File: src/source/uart_pkg.sv
package uart_pkg;

  // one frame is start, eight data, parity and stop.
  localparam int unsigned FRAME_BITS = 11;
  localparam int unsigned DATA_BITS  = 8;

  // command sequencer states.
  typedef enum logic [2:0] {
    SEQ_IDLE,
    SEQ_SEND_HI,
    SEQ_WAIT_HI,
    SEQ_SEND_LO,
    SEQ_WAIT_LO
  } seq_state_e;

  // receiver states.
  typedef enum logic [2:0] {
    RX_IDLE,
    RX_START,
    RX_DATA,
    RX_PARITY,
    RX_STOP
  } rx_state_e;

  // parity bit that makes the number of ones in data plus parity odd.
  function automatic logic odd_parity(input logic [DATA_BITS-1:0] data);
    logic p;
    p = ~^data; // even count of ones gives a one.
    return p;
  endfunction

endpackage

File: src/source/baud_timer.sv
`timescale 1ns/1ps

module baud_timer #(
  parameter int BIT_CYCLES = 16
) (
  input  logic clk,
  input  logic rst_n,
  input  logic run,
  output logic bit_tick,
  output logic mid_tick
);

  localparam int CW = (BIT_CYCLES > 1) ? $clog2(BIT_CYCLES) : 1;

  localparam logic [CW-1:0] LAST = CW'(BIT_CYCLES - 1);
  localparam logic [CW-1:0] HALF = CW'(BIT_CYCLES / 2);

  logic [CW-1:0] cnt;

  always_ff @(posedge clk or negedge rst_n) begin
    if (!rst_n) begin
      cnt <= '0;
    end else if (!run) begin
      cnt <= '0; // every run starts a fresh bit period.
    end else if (cnt == LAST) begin
      cnt <= '0;
    end else begin
      cnt <= cnt + 1'b1;
    end
  end

  assign bit_tick = run && (cnt == LAST);
  assign mid_tick = run && (cnt == HALF); // sample point inside the bit.

endmodule

File: src/source/cmd_sequencer.sv
`timescale 1ns/1ps

module cmd_sequencer (
  input  logic        clk,
  input  logic        rst_n,
  input  logic [15:0] cmd_in,
  input  logic        cmd_vld,
  input  logic        tx_done,
  output logic        cmd_rdy,
  output logic [7:0]  tx_byte,
  output logic        tx_start
);

  uart_pkg::seq_state_e state;
  uart_pkg::seq_state_e state_nxt;

  logic [15:0] cmd_hold; // accepted command, held for both frames.

  always_ff @(posedge clk or negedge rst_n) begin
    if (!rst_n) begin
      state <= uart_pkg::SEQ_IDLE;
    end else begin
      state <= state_nxt;
    end
  end

  always_comb begin
    state_nxt = state;
    case (state)
      uart_pkg::SEQ_IDLE: begin
        if (cmd_vld) begin
          state_nxt = uart_pkg::SEQ_SEND_HI;
        end
      end
      uart_pkg::SEQ_SEND_HI: begin
        state_nxt = uart_pkg::SEQ_WAIT_HI; // one start strobe only.
      end
      uart_pkg::SEQ_WAIT_HI: begin
        if (tx_done) begin
          state_nxt = uart_pkg::SEQ_SEND_LO;
        end
      end
      uart_pkg::SEQ_SEND_LO: begin
        state_nxt = uart_pkg::SEQ_WAIT_LO;
      end
      uart_pkg::SEQ_WAIT_LO: begin
        if (tx_done) begin
          state_nxt = uart_pkg::SEQ_IDLE;
        end
      end
      default: begin
        state_nxt = uart_pkg::SEQ_IDLE;
      end
    endcase
  end

  // capture on acceptance.
  always_ff @(posedge clk) begin
    if (cmd_rdy && cmd_vld) begin
      cmd_hold <= cmd_in;
    end
  end

  assign cmd_rdy  = (state == uart_pkg::SEQ_IDLE);
  assign tx_start = (state == uart_pkg::SEQ_SEND_HI) || (state == uart_pkg::SEQ_SEND_LO);

  // high byte goes first.
  assign tx_byte = (state == uart_pkg::SEQ_SEND_HI) ? cmd_hold[15:8] : cmd_hold[7:0];

endmodule

File: src/source/tx_framer.sv
`timescale 1ns/1ps

module tx_framer #(
  parameter int BIT_CYCLES = 16
) (
  input  logic                           clk,
  input  logic                           rst_n,
  input  logic [uart_pkg::DATA_BITS-1:0] tx_byte,
  input  logic                           tx_start,
  output logic                           tx,
  output logic                           tx_done
);

  localparam logic [3:0] LAST_BIT = 4'(uart_pkg::FRAME_BITS - 1);

  logic [uart_pkg::FRAME_BITS-1:0] shreg; // bit 0 is on the line.
  logic [3:0]                      bit_cnt;
  logic                            active;
  logic                            bit_tick;

  baud_timer #(
    .BIT_CYCLES (BIT_CYCLES)
  ) u_baud_timer (
    .clk      (clk),
    .rst_n    (rst_n),
    .run      (active),
    .bit_tick (bit_tick),
    .mid_tick ()
  );

  always_ff @(posedge clk or negedge rst_n) begin
    if (!rst_n) begin
      active  <= 1'b0;
      bit_cnt <= '0;
    end else if (tx_start) begin
      active  <= 1'b1;
      bit_cnt <= '0;
    end else if (bit_tick) begin
      if (bit_cnt == LAST_BIT) begin
        active  <= 1'b0; // stop bit has ended.
        bit_cnt <= '0;
      end else begin
        bit_cnt <= bit_cnt + 1'b1;
      end
    end
  end

  // shifter fills with ones, so the line idles high after the stop bit.
  always_ff @(posedge clk or negedge rst_n) begin
    if (!rst_n) begin
      shreg <= '1;
    end else if (tx_start) begin
      shreg <= {1'b1, uart_pkg::odd_parity(tx_byte), tx_byte, 1'b0};
    end else if (bit_tick) begin
      shreg <= {1'b1, shreg[uart_pkg::FRAME_BITS-1:1]};
    end
  end

  assign tx      = shreg[0];
  assign tx_done = bit_tick && (bit_cnt == LAST_BIT); // last cycle of the stop bit.

endmodule

File: src/source/rx_deframer.sv
`timescale 1ns/1ps

module rx_deframer #(
  parameter int BIT_CYCLES   = 16,
  parameter int CHECK_PARITY = 1
) (
  input  logic       clk,
  input  logic       rst_n,
  input  logic       rx,
  output logic       read_rdy,
  output logic [8:0] read_data
);

  uart_pkg::rx_state_e state;

  logic                           rx_meta;
  logic                           rx_sync;
  logic                           rx_prev;
  logic                           fall;
  logic                           mid_tick;
  logic [2:0]                     bit_cnt;
  logic [uart_pkg::DATA_BITS-1:0] data;
  logic                           par_err;

  // two-flop synchronizer, idle level is high.
  always_ff @(posedge clk or negedge rst_n) begin
    if (!rst_n) begin
      rx_meta <= 1'b1;
      rx_sync <= 1'b1;
      rx_prev <= 1'b1;
    end else begin
      rx_meta <= rx;
      rx_sync <= rx_meta;
      rx_prev <= rx_sync;
    end
  end

  assign fall = rx_prev && !rx_sync;

  baud_timer #(
    .BIT_CYCLES (BIT_CYCLES)
  ) u_baud_timer (
    .clk      (clk),
    .rst_n    (rst_n),
    .run      (state != uart_pkg::RX_IDLE),
    .bit_tick (),
    .mid_tick (mid_tick)
  );

  always_ff @(posedge clk or negedge rst_n) begin
    if (!rst_n) begin
      state     <= uart_pkg::RX_IDLE;
      bit_cnt   <= '0;
      par_err   <= 1'b0;
      read_rdy  <= 1'b0;
      read_data <= '0;
    end else begin
      read_rdy <= 1'b0;
      case (state)
        uart_pkg::RX_IDLE: begin
          if (fall) begin
            state <= uart_pkg::RX_START;
          end
        end
        uart_pkg::RX_START: begin
          if (mid_tick) begin
            bit_cnt <= '0;
            // a glitch that is gone by mid-bit is no start bit.
            state   <= rx_sync ? uart_pkg::RX_IDLE : uart_pkg::RX_DATA;
          end
        end
        uart_pkg::RX_DATA: begin
          if (mid_tick) begin
            bit_cnt <= bit_cnt + 1'b1;
            if (bit_cnt == 3'd7) begin
              state <= uart_pkg::RX_PARITY;
            end
          end
        end
        uart_pkg::RX_PARITY: begin
          if (mid_tick) begin
            par_err <= (CHECK_PARITY != 0) && (rx_sync != uart_pkg::odd_parity(data));
            state   <= uart_pkg::RX_STOP;
          end
        end
        uart_pkg::RX_STOP: begin
          if (mid_tick) begin
            read_data <= {par_err || !rx_sync, data}; // low stop bit is a framing error.
            read_rdy  <= 1'b1;
            state     <= uart_pkg::RX_IDLE;
          end
        end
        default: begin
          state <= uart_pkg::RX_IDLE;
        end
      endcase
    end
  end

  // data arrives lsb first.
  always_ff @(posedge clk) begin
    if (state == uart_pkg::RX_DATA && mid_tick) begin
      data <= {rx_sync, data[uart_pkg::DATA_BITS-1:1]};
    end
  end

endmodule

File: src/source/uart_bridge.sv
`timescale 1ns/1ps

module uart_bridge #(
  parameter int CLK_HZ       = 125000000,
  parameter int BAUD         = 7812500,
  parameter int CHECK_PARITY = 1
) (
  input  logic        clk,
  input  logic        rst_n,
  input  logic [15:0] cmd_in,
  input  logic        cmd_vld,
  input  logic        rx,
  output logic        tx,
  output logic        cmd_rdy,
  output logic        read_rdy,
  output logic [8:0]  read_data
);

  localparam int BIT_CYCLES = CLK_HZ / BAUD; // clock cycles per bit.

  logic [7:0] tx_byte;
  logic       tx_start;
  logic       tx_done;

  cmd_sequencer u_cmd_sequencer (
    .clk      (clk),
    .rst_n    (rst_n),
    .cmd_in   (cmd_in),
    .cmd_vld  (cmd_vld),
    .tx_done  (tx_done),
    .cmd_rdy  (cmd_rdy),
    .tx_byte  (tx_byte),
    .tx_start (tx_start)
  );

  tx_framer #(
    .BIT_CYCLES (BIT_CYCLES)
  ) u_tx_framer (
    .clk      (clk),
    .rst_n    (rst_n),
    .tx_byte  (tx_byte),
    .tx_start (tx_start),
    .tx       (tx),
    .tx_done  (tx_done)
  );

  // receive side runs on its own, nothing throttles it.
  rx_deframer #(
    .BIT_CYCLES   (BIT_CYCLES),
    .CHECK_PARITY (CHECK_PARITY)
  ) u_rx_deframer (
    .clk       (clk),
    .rst_n     (rst_n),
    .rx        (rx),
    .read_rdy  (read_rdy),
    .read_data (read_data)
  );

endmodule

File: config.mk
export PLATFORM = sky130hd
export DESIGN_NAME = uart_bridge
export DESIGN_NICKNAME = d
export VERILOG_FILES = /design/src/source/uart_pkg.sv /design/src/source/baud_timer.sv /design/src/source/cmd_sequencer.sv /design/src/source/tx_framer.sv /design/src/source/rx_deframer.sv /design/src/source/uart_bridge.sv
export SDC_FILE = /design/constraint.sdc
export NUM_CORES = 1
export LEC_CHECK = 0
export ABC_AREA = 1
export CORE_MARGIN = 2
export CORE_UTILIZATION = 30
export DETAILED_ROUTE_END_ITERATION = 8
export DONT_BUFFER_PORTS = 1
export PLACE_DENSITY = 0.45
export SLEW_MARGIN = 10
export SYNTH_ARGS = -nofsm -noshare
export SYNTH_HDL_FRONTEND = slang
export SYNTH_SLANG_ARGS = --single-unit
File: constraint.sdc
create_clock -name clk -period 3.6 [get_ports clk]
set_input_delay 0.72 -clock clk [delete_from_list [all_inputs] [get_ports clk]]
set_output_delay 0.72 -clock clk [all_outputs]
set_load 0.05 [all_outputs]
==> results of run 1 <==
-- metal layers --
metal | track usage, % | up-vias
met5 | 0 | -
met4 | 6.04 | 0
li1 | - | 1097
met2 | 16.5 | 40
met1 | 14.5 | 980
met3 | 4.06 | 9
-- layout make-up --
cell class	instances	area [sq um]	area share [%]
clock inverter	1	5.00	0.141
tap	136	170	4.80
clock buffer	15	166	4.69
sequential	70	1890	53.3
inverter	51	191	5.40
multi-input combinational	212	1120	31.7
-- critical path, delay by kind of cell (launching register included) --
family                 cells  cell delay, ns
buffers and inverters      1            0.09
DFF                        1            0.43
and+or+nand+nor            2            0.83
-- worst max-delay path by stage --
stage	from	to	depth (start not counted)
after floorplan	cmd_vld	u_cmd_sequencer.cmd_hold[0]$_DFFE_PP_	2
after global placement	cmd_vld	u_cmd_sequencer.cmd_hold[0]$_DFFE_PP_	2
after detailed placement	cmd_vld	u_cmd_sequencer.cmd_hold[0]$_DFFE_PP_	2
after CTS	u_cmd_sequencer.state[2]$_DFFE_PN0P_	cmd_rdy	3
after global routing	u_cmd_sequencer.state[2]$_DFFE_PN0P_	cmd_rdy	3
final	u_cmd_sequencer.state[2]$_DFFE_PN0P_	cmd_rdy	3
-- synthesized netlist by cell type, types with 2 or more instances --
| cell type | count | area [sq um] |
|---|---|---|
| a21oi_1 | 5 | 25.0 |
| nand3b_1 | 5 | 37.5 |
| xnor2_1 | 3 | 26.3 |
| dfstp_2 | 13 | 342 |
| dfrtp_1 | 33 | 826 |
| inv_1 | 49 | 184 |
| xor2_1 | 7 | 61.3 |
| buf_2 | 2 | 10.0 |
| buf_6 | 2 | 22.5 |
| nand2_1 | 83 | 312 |
| nor2_1 | 25 | 93.8 |
| o21ai_0 | 31 | 155 |
| mux2_2 | 8 | 90.1 |
| a31oi_1 | 2 | 12.5 |
| o21ai_1 | 3 | 15.0 |
| nand4_1 | 3 | 18.8 |
| nand2_2 | 4 | 25.0 |
| ha_1 | 7 | 87.6 |
| nand3_1 | 20 | 100 |
| edfxtp_1 | 24 | 721 |
| inv_2 | 2 | 7.51 |
-- layout by cell type (no fill, tap or decap), types with 2 or more instances in the layout --
cell and count:
inv_2 2, dfrtp_1 33, xor2_1 7, mux2_2 8
nand2_2 4, nand2_1 83, clkbuf_1 4, edfxtp_1 24
a31oi_1 2, inv_1 49, nor2_1 25, ha_1 7
xnor2_1 3, dfstp_2 13, nand3b_1 5, clkbuf_8 11
nand4_1 3, nand3_1 20, o21ai_1 3, a21oi_1 5
o21ai_0 31
-- report_power, final --
part	total [mW]	internal, mW	switching, mW
logic	0.837	0.269	0.568
registers	1.19	1.06	0.129
clock network	0.566	0.288	0.277
-- cells by family after synthesis --
| group | share of synthesized area [%] |
|---|---|
| AO/OA/AOI/OAI | 7.24 |
| XOR/XNOR | 2.71 |
| adder cells (fa/ha/maj) | 2.71 |
| buffers and inverters | 7.16 |
| flip-flops | 58.4 |
| multiplexers | 2.79 |
| AND/OR/NAND/NOR | 19.0 |
-- registers in the layout (all words and copies together) (netlist names) --
register and flops:
u_cmd_sequencer.cmd_hold 16, u_cmd_sequencer.state 3, u_rx_deframer.bit_cnt 3, u_rx_deframer.data 8, u_rx_deframer.par_err 1, u_rx_deframer.read_data 9, u_rx_deframer.read_rdy 1, u_rx_deframer.rx_meta 1
u_rx_deframer.rx_prev 1, u_rx_deframer.rx_sync 1, u_rx_deframer.state 3, u_rx_deframer.u_baud_timer.cnt 4, u_tx_framer.active 1, u_tx_framer.bit_cnt 4, u_tx_framer.shreg 10, u_tx_framer.u_baud_timer.cnt 4
-- stage by stage --
stage                     utilization [%]  total power, mW  cell area, sq um
after detailed placement             32.5             2.04              3370
after global placement               32.5             2.03              3370
after CTS                            34.1             2.62              3540
final                                34.2             2.59              3540
after global routing                 34.2             2.84              3540
after floorplan                         -             1.89              3230
==> impl_metrics.ini, run 1 <==
[run]
cap_violations = 0

[synthesis]
ys_warn_count = 0
synthCells = 338
async_reset_ff_share_pct = 65.7
ys.flop_type = dfrtp_1
synth_edf_count = 24
synthDistinctLibCells = 28
syn_area_sq_um = 3230
avgSynthCellArea_sq_um = 9.56
synth_nets = 365
ys_seq_area_share_pct = 58.4
ys_ff_latch = 70

[routing]
num_vias = 2126
firstDrtPassIters = 4
routed_wirelength_um = 5640
met3_wirelength_um = 222
routed.top_layer = met4
drtIter0Drc = 157
wl_met2_um = 2480
drc = 0
antenna_left = 0
via_per_inst = 4.38
wl_per_cell_um = 11.6
m1WireLength_um = 2820

[layout]
n_antenna_cell = 0
layout.nets = 371
fill_cells = 1101
stdcell_count = 485
drive_gt1_share_pct = 12.0
synthToLayoutAreaGrowth_pct = 9.68

[die]
ioPinCount = 32
die_x_um = 108
die_h_um = 108
core_area_sq_um = 10400
die_area_sq_um = 11600
rows = 37
start_util_pct = 31.2

[clock_tree]
cts_setup_buffers = 0
numCtsBuffers = 9
cts_sinks = 70
ctsRootBufferMaster = clkbuf_8
clockBufferDepth = 2
clk_latency_ns = 0.34
cts_max_level = 3
cts_tree = built
clkTransAtPathRegs_ns = 0.07
cts_hold_buf = 0
ctsResizeCount = 0

[sta]
slew_violations = 0
whs_ns = 0.0672
finClkSkew_ns = 0.00568
max_freq_mhz = 415
worst_pin_slew_ns = 0.930
rsz0062_at_grt = no
period_share_pct = 66.9
max_slew_margin_pct = 37.8
hold_viol_final = 0
finalWorstSetupSlack_ns = 1.19
min_period_ns = 2.41
tns_ns = 0
setup_viol = 0

[critical_path]
path_cells = nor2_1 -> inv_1 -> nor2_1
r2r-end = u_rx_deframer.read_data[7]$_DFFE_PN0P_
worst_path_largest_cell_delay_ns = 0.71
r2r_cells = 5
rrSetupSlack_ns = 1.59
worstPathRequired_ns = 2.88
cp-start-kind = register
worstReg2RegStart = u_rx_deframer.u_baud_timer.cnt[0]$_DFF_PN0_
cp_data_arrival_time_ns = 1.69
crit_path_max_fanout = 4
worst_setup_path_end_kind = output pin
critical_path_class = register to output pin
crit_path_frequent_cell = nor2_1
critical_path.slowest_cell = nor2_1

[placement]
place_ws_ns = 1.52
io_buffer_count = 0
dp_hpwl_um = 3840
dp_cells = 469
gp_congestion = 0.728

[global_routing]
antenna_found_initial = 0
grt_overflow = 0
grt_max_degree = 47
grt_pass1_wl_um = 9920
first_global_vias = 2076
track_usage_pct = 11.3

[pwr]
ir_drop_v = 0.000376
powerDensity_nw_per_um2 = 730
p_leak_nw = 1.66

[hold_path]
hold_path.class = input port to asynchronous set/reset pin

[status]
outcome = finished clean
(Power assumes the default switching activity.)
==> inputs of run 2 (changes only) <==
==> constraint.sdc (replaced) <==
create_clock -name clk -period 2.46 [get_ports clk]
set_input_delay 0.492 -clock clk [delete_from_list [all_inputs] [get_ports clk]]
set_output_delay 0.492 -clock clk [all_outputs]
set_load 0.05 [all_outputs]
==> run 2 against run 1 <==
  * Die area unchanged
  * Global-route usage fell by 0.11 points
  * Final cell count is 1.2% higher
  * Clock skew grew 0.0034 ns
  * Critical path depth increased by 10
  * Final area up 2.3%
  * Hold slack improved by 0.072 ns
  * Combinational power is 53% higher
  * First-iteration DRC count fell by 39%
  * Critical endpoint is now u_tx_framer.shreg[9]$_DFFE_PN1P_
==> impl_metrics.ini, run 2 (synthesis results as in run 1) <==
[hold_path]
hold_path.startpoint = rx
hold_path_depth = 0
hold_path.class = input port to register
whs_endpoint = u_rx_deframer.rx_meta$_DFF_PN1_

[sta]
period_share_pct = 78.4
tns_ns = 0
setup_viol = 0
hold_viol_final = 0
max_freq_mhz = 518
finClkSkew_ns = 0.00909
worst_pin_slew_ns = 0.482
rsz0062_at_grt = no
max_slew_margin_pct = 67.9
slew_violations = 0
min_period_ns = 1.93

[layout]
largest_register_ffs = 16
stdcell_count = 491
drive_gt1_share_pct = 13.5
synthToLayoutAreaGrowth_pct = 12.2
reg_top3 = u_cmd_sequencer.cmd_hold x16, u_tx_framer.shreg x10, u_rx_deframer.read_data x9
n_antenna_cell = 0
top_register = u_cmd_sequencer.cmd_hold
layout.nets = 377
layout_commonest_cell = nand2_1
final_cell_mix = 83 x nand2_1, 49 x inv_1, 33 x dfrtp_1
fill_cells = 1109
post-route-cell-area_sq_um = 3620

[clock_tree]
ctsRootBufferMaster = clkbuf_8
clockBufferDepth = 2
cts_tree = built
clk_latency_ns = 0.35
numCtsBuffers = 9
cts_max_level = 3
cts_setup_buffers = 0
cts_sinks = 70
clkTransAtPathRegs_ns = 0.07

[die]
start_util_pct = 31.2
die_h_um = 108
ioPinCount = 32
core_area_sq_um = 10400
rows = 37
die_area_sq_um = 11600
die_x_um = 108

[critical_path]
cp_top_family = simple AND/OR/NAND/NOR gates
rrSetupSlack_ns = 0.53
r2r-end = u_tx_framer.shreg[9]$_DFFE_PN1P_
worstReg2RegStart = u_cmd_sequencer.state[1]$_DFFE_PN0P_
worst_path_largest_cell_delay_ns = 0.41
cp-start-kind = register
cp_data_arrival_time_ns = 2.22
crit_path_frequent_cell = nand2_1
critPathBufInv = 3
worstPathRequired_ns = 2.76
startpoint = u_cmd_sequencer.state[1]$_DFFE_PN0P_
critical_path_class = register to register
worst_setup_path_end_kind = register
critical_path.slowest_cell = dfrtp_1
crit_path_max_fanout = 19
path_cells = inv_2 -> nand3_2 -> nand2_1 -> nand2_1 -> inv_1 -> nand2_1 -> nand2_1 -> nand2_1 -> nand2_1 -> nand2_1 -> nand3_1 -> nand2_1 -> inv_1
r2r_cells = 13

[pwr]
power.switching_mw = 1.47
ir_drop_v = 0.000409
powerDensity_nw_per_um2 = 1080
internal_power_mw = 2.44
p_leak_nw = 1.71
pwr-share-comb_pct = 32.8
p_clk_share_pct = 22.9
power_mw = 3.91
p_sw_share_pct = 37.6
seq_power_share_pct = 44.3

[status]
outcome = finished clean

[global_routing]
grt_max_degree = 47
first_global_vias = 2105
grt_overflow = 0
antenna_found_initial = 0
grt_pass1_wl_um = 9880
track_usage_pct = 11.2

[placement]
gp_congestion = 0.789
dp_cells = 473
io_buffer_count = 0
place_area_sq_um = 3400
dp_hpwl_um = 3980

[routing]
routed_wirelength_um = 5780
wl_per_cell_um = 11.8
drtIter0Drc = 95
firstDrtPassIters = 4
antenna_left = 0
num_vias = 2186
drc = 0
via_per_inst = 4.45

[run]
cap_violations = 0
==> run 2: cell types whose count changed in the layout (fill, tap and decap cells not counted) <==
cell | previous run | this run
clkbuf_1 | 4 | 3
buf_4 | 0 | 4
buf_16 | 0 | 1
clkinv_2 | 1 | 0
clkbuf_8 | 11 | 13
nor3_2 | 0 | 1
nor3_4 | 1 | 0
dlygate4sd3_1 | 0 | 1
==> run 2: per-stage QoR <==
step	utilization [%]	hold WS [ns]	setup WS (ns)
6_report	35.0	0.139	0.531
5_1_grt	35.0	0.121	0.314
4_1_cts	35.0	0.123	0.503
3_5_place_dp	32.8	0.197	0.531
3_3_place_gp	32.8	0.197	0.554
2_1_floorplan	-	0.196	0.344
==> run 2: worst max-delay path by stage <==
stage          cells past startpoint                                     to  slack, ns
3_5_place_dp                      13       u_tx_framer.shreg[9]$_DFFE_PN1P_       0.53
3_3_place_gp                      13       u_tx_framer.shreg[9]$_DFFE_PN1P_       0.55
5_1_grt                           13       u_tx_framer.shreg[9]$_DFFE_PN1P_       0.31
6_report                          13       u_tx_framer.shreg[9]$_DFFE_PN1P_       0.53
2_1_floorplan                      3  u_cmd_sequencer.cmd_hold[0]$_DFFE_PP_       0.34
4_1_cts                           13       u_tx_framer.shreg[9]$_DFFE_PN1P_       0.50
==> run 2: timing repair <==
item | CTS | global route
hold endpoints to repair | 46 | 0
hold buffers | 2 | 0
resized for setup | 0 | 0
==> run 2: final cells by class <==
| cell class | instances | area (sq um) | share of cell area, % |
|---|---|---|---|
| tap | 136 | 170 | 4.69 |
| sequential | 70 | 1890 | 52.1 |
| multi-input combinational | 212 | 1120 | 30.8 |
| timing repair buffer | 6 | 67.6 | 1.86 |
| inverter | 51 | 191 | 5.28 |
| clock buffer | 16 | 190 | 5.25 |
==> run 2: power groups by stage <==
stage / Clock, mW / Combinational (mW) / Sequential (mW)
after floorplan: 0 / 1.05 / 1.72
after global placement: 0 / 1.26 / 1.75
after detailed placement: 0 / 1.27 / 1.76
after CTS: 0.927 / 1.30 / 1.74
after global routing: 0.974 / 1.51 / 1.77
final: 0.897 / 1.28 / 1.73
==> run 2: per-layer routing <==
layer  vias up  routed length (um)  global-route usage (%)
li1       1114                   -                       -
met1      1028                3040                    15.7
met2        33                2360                    15.5
met3        11                 215                    2.60
met4         0                 167                    6.87
met5         -                   0                       0
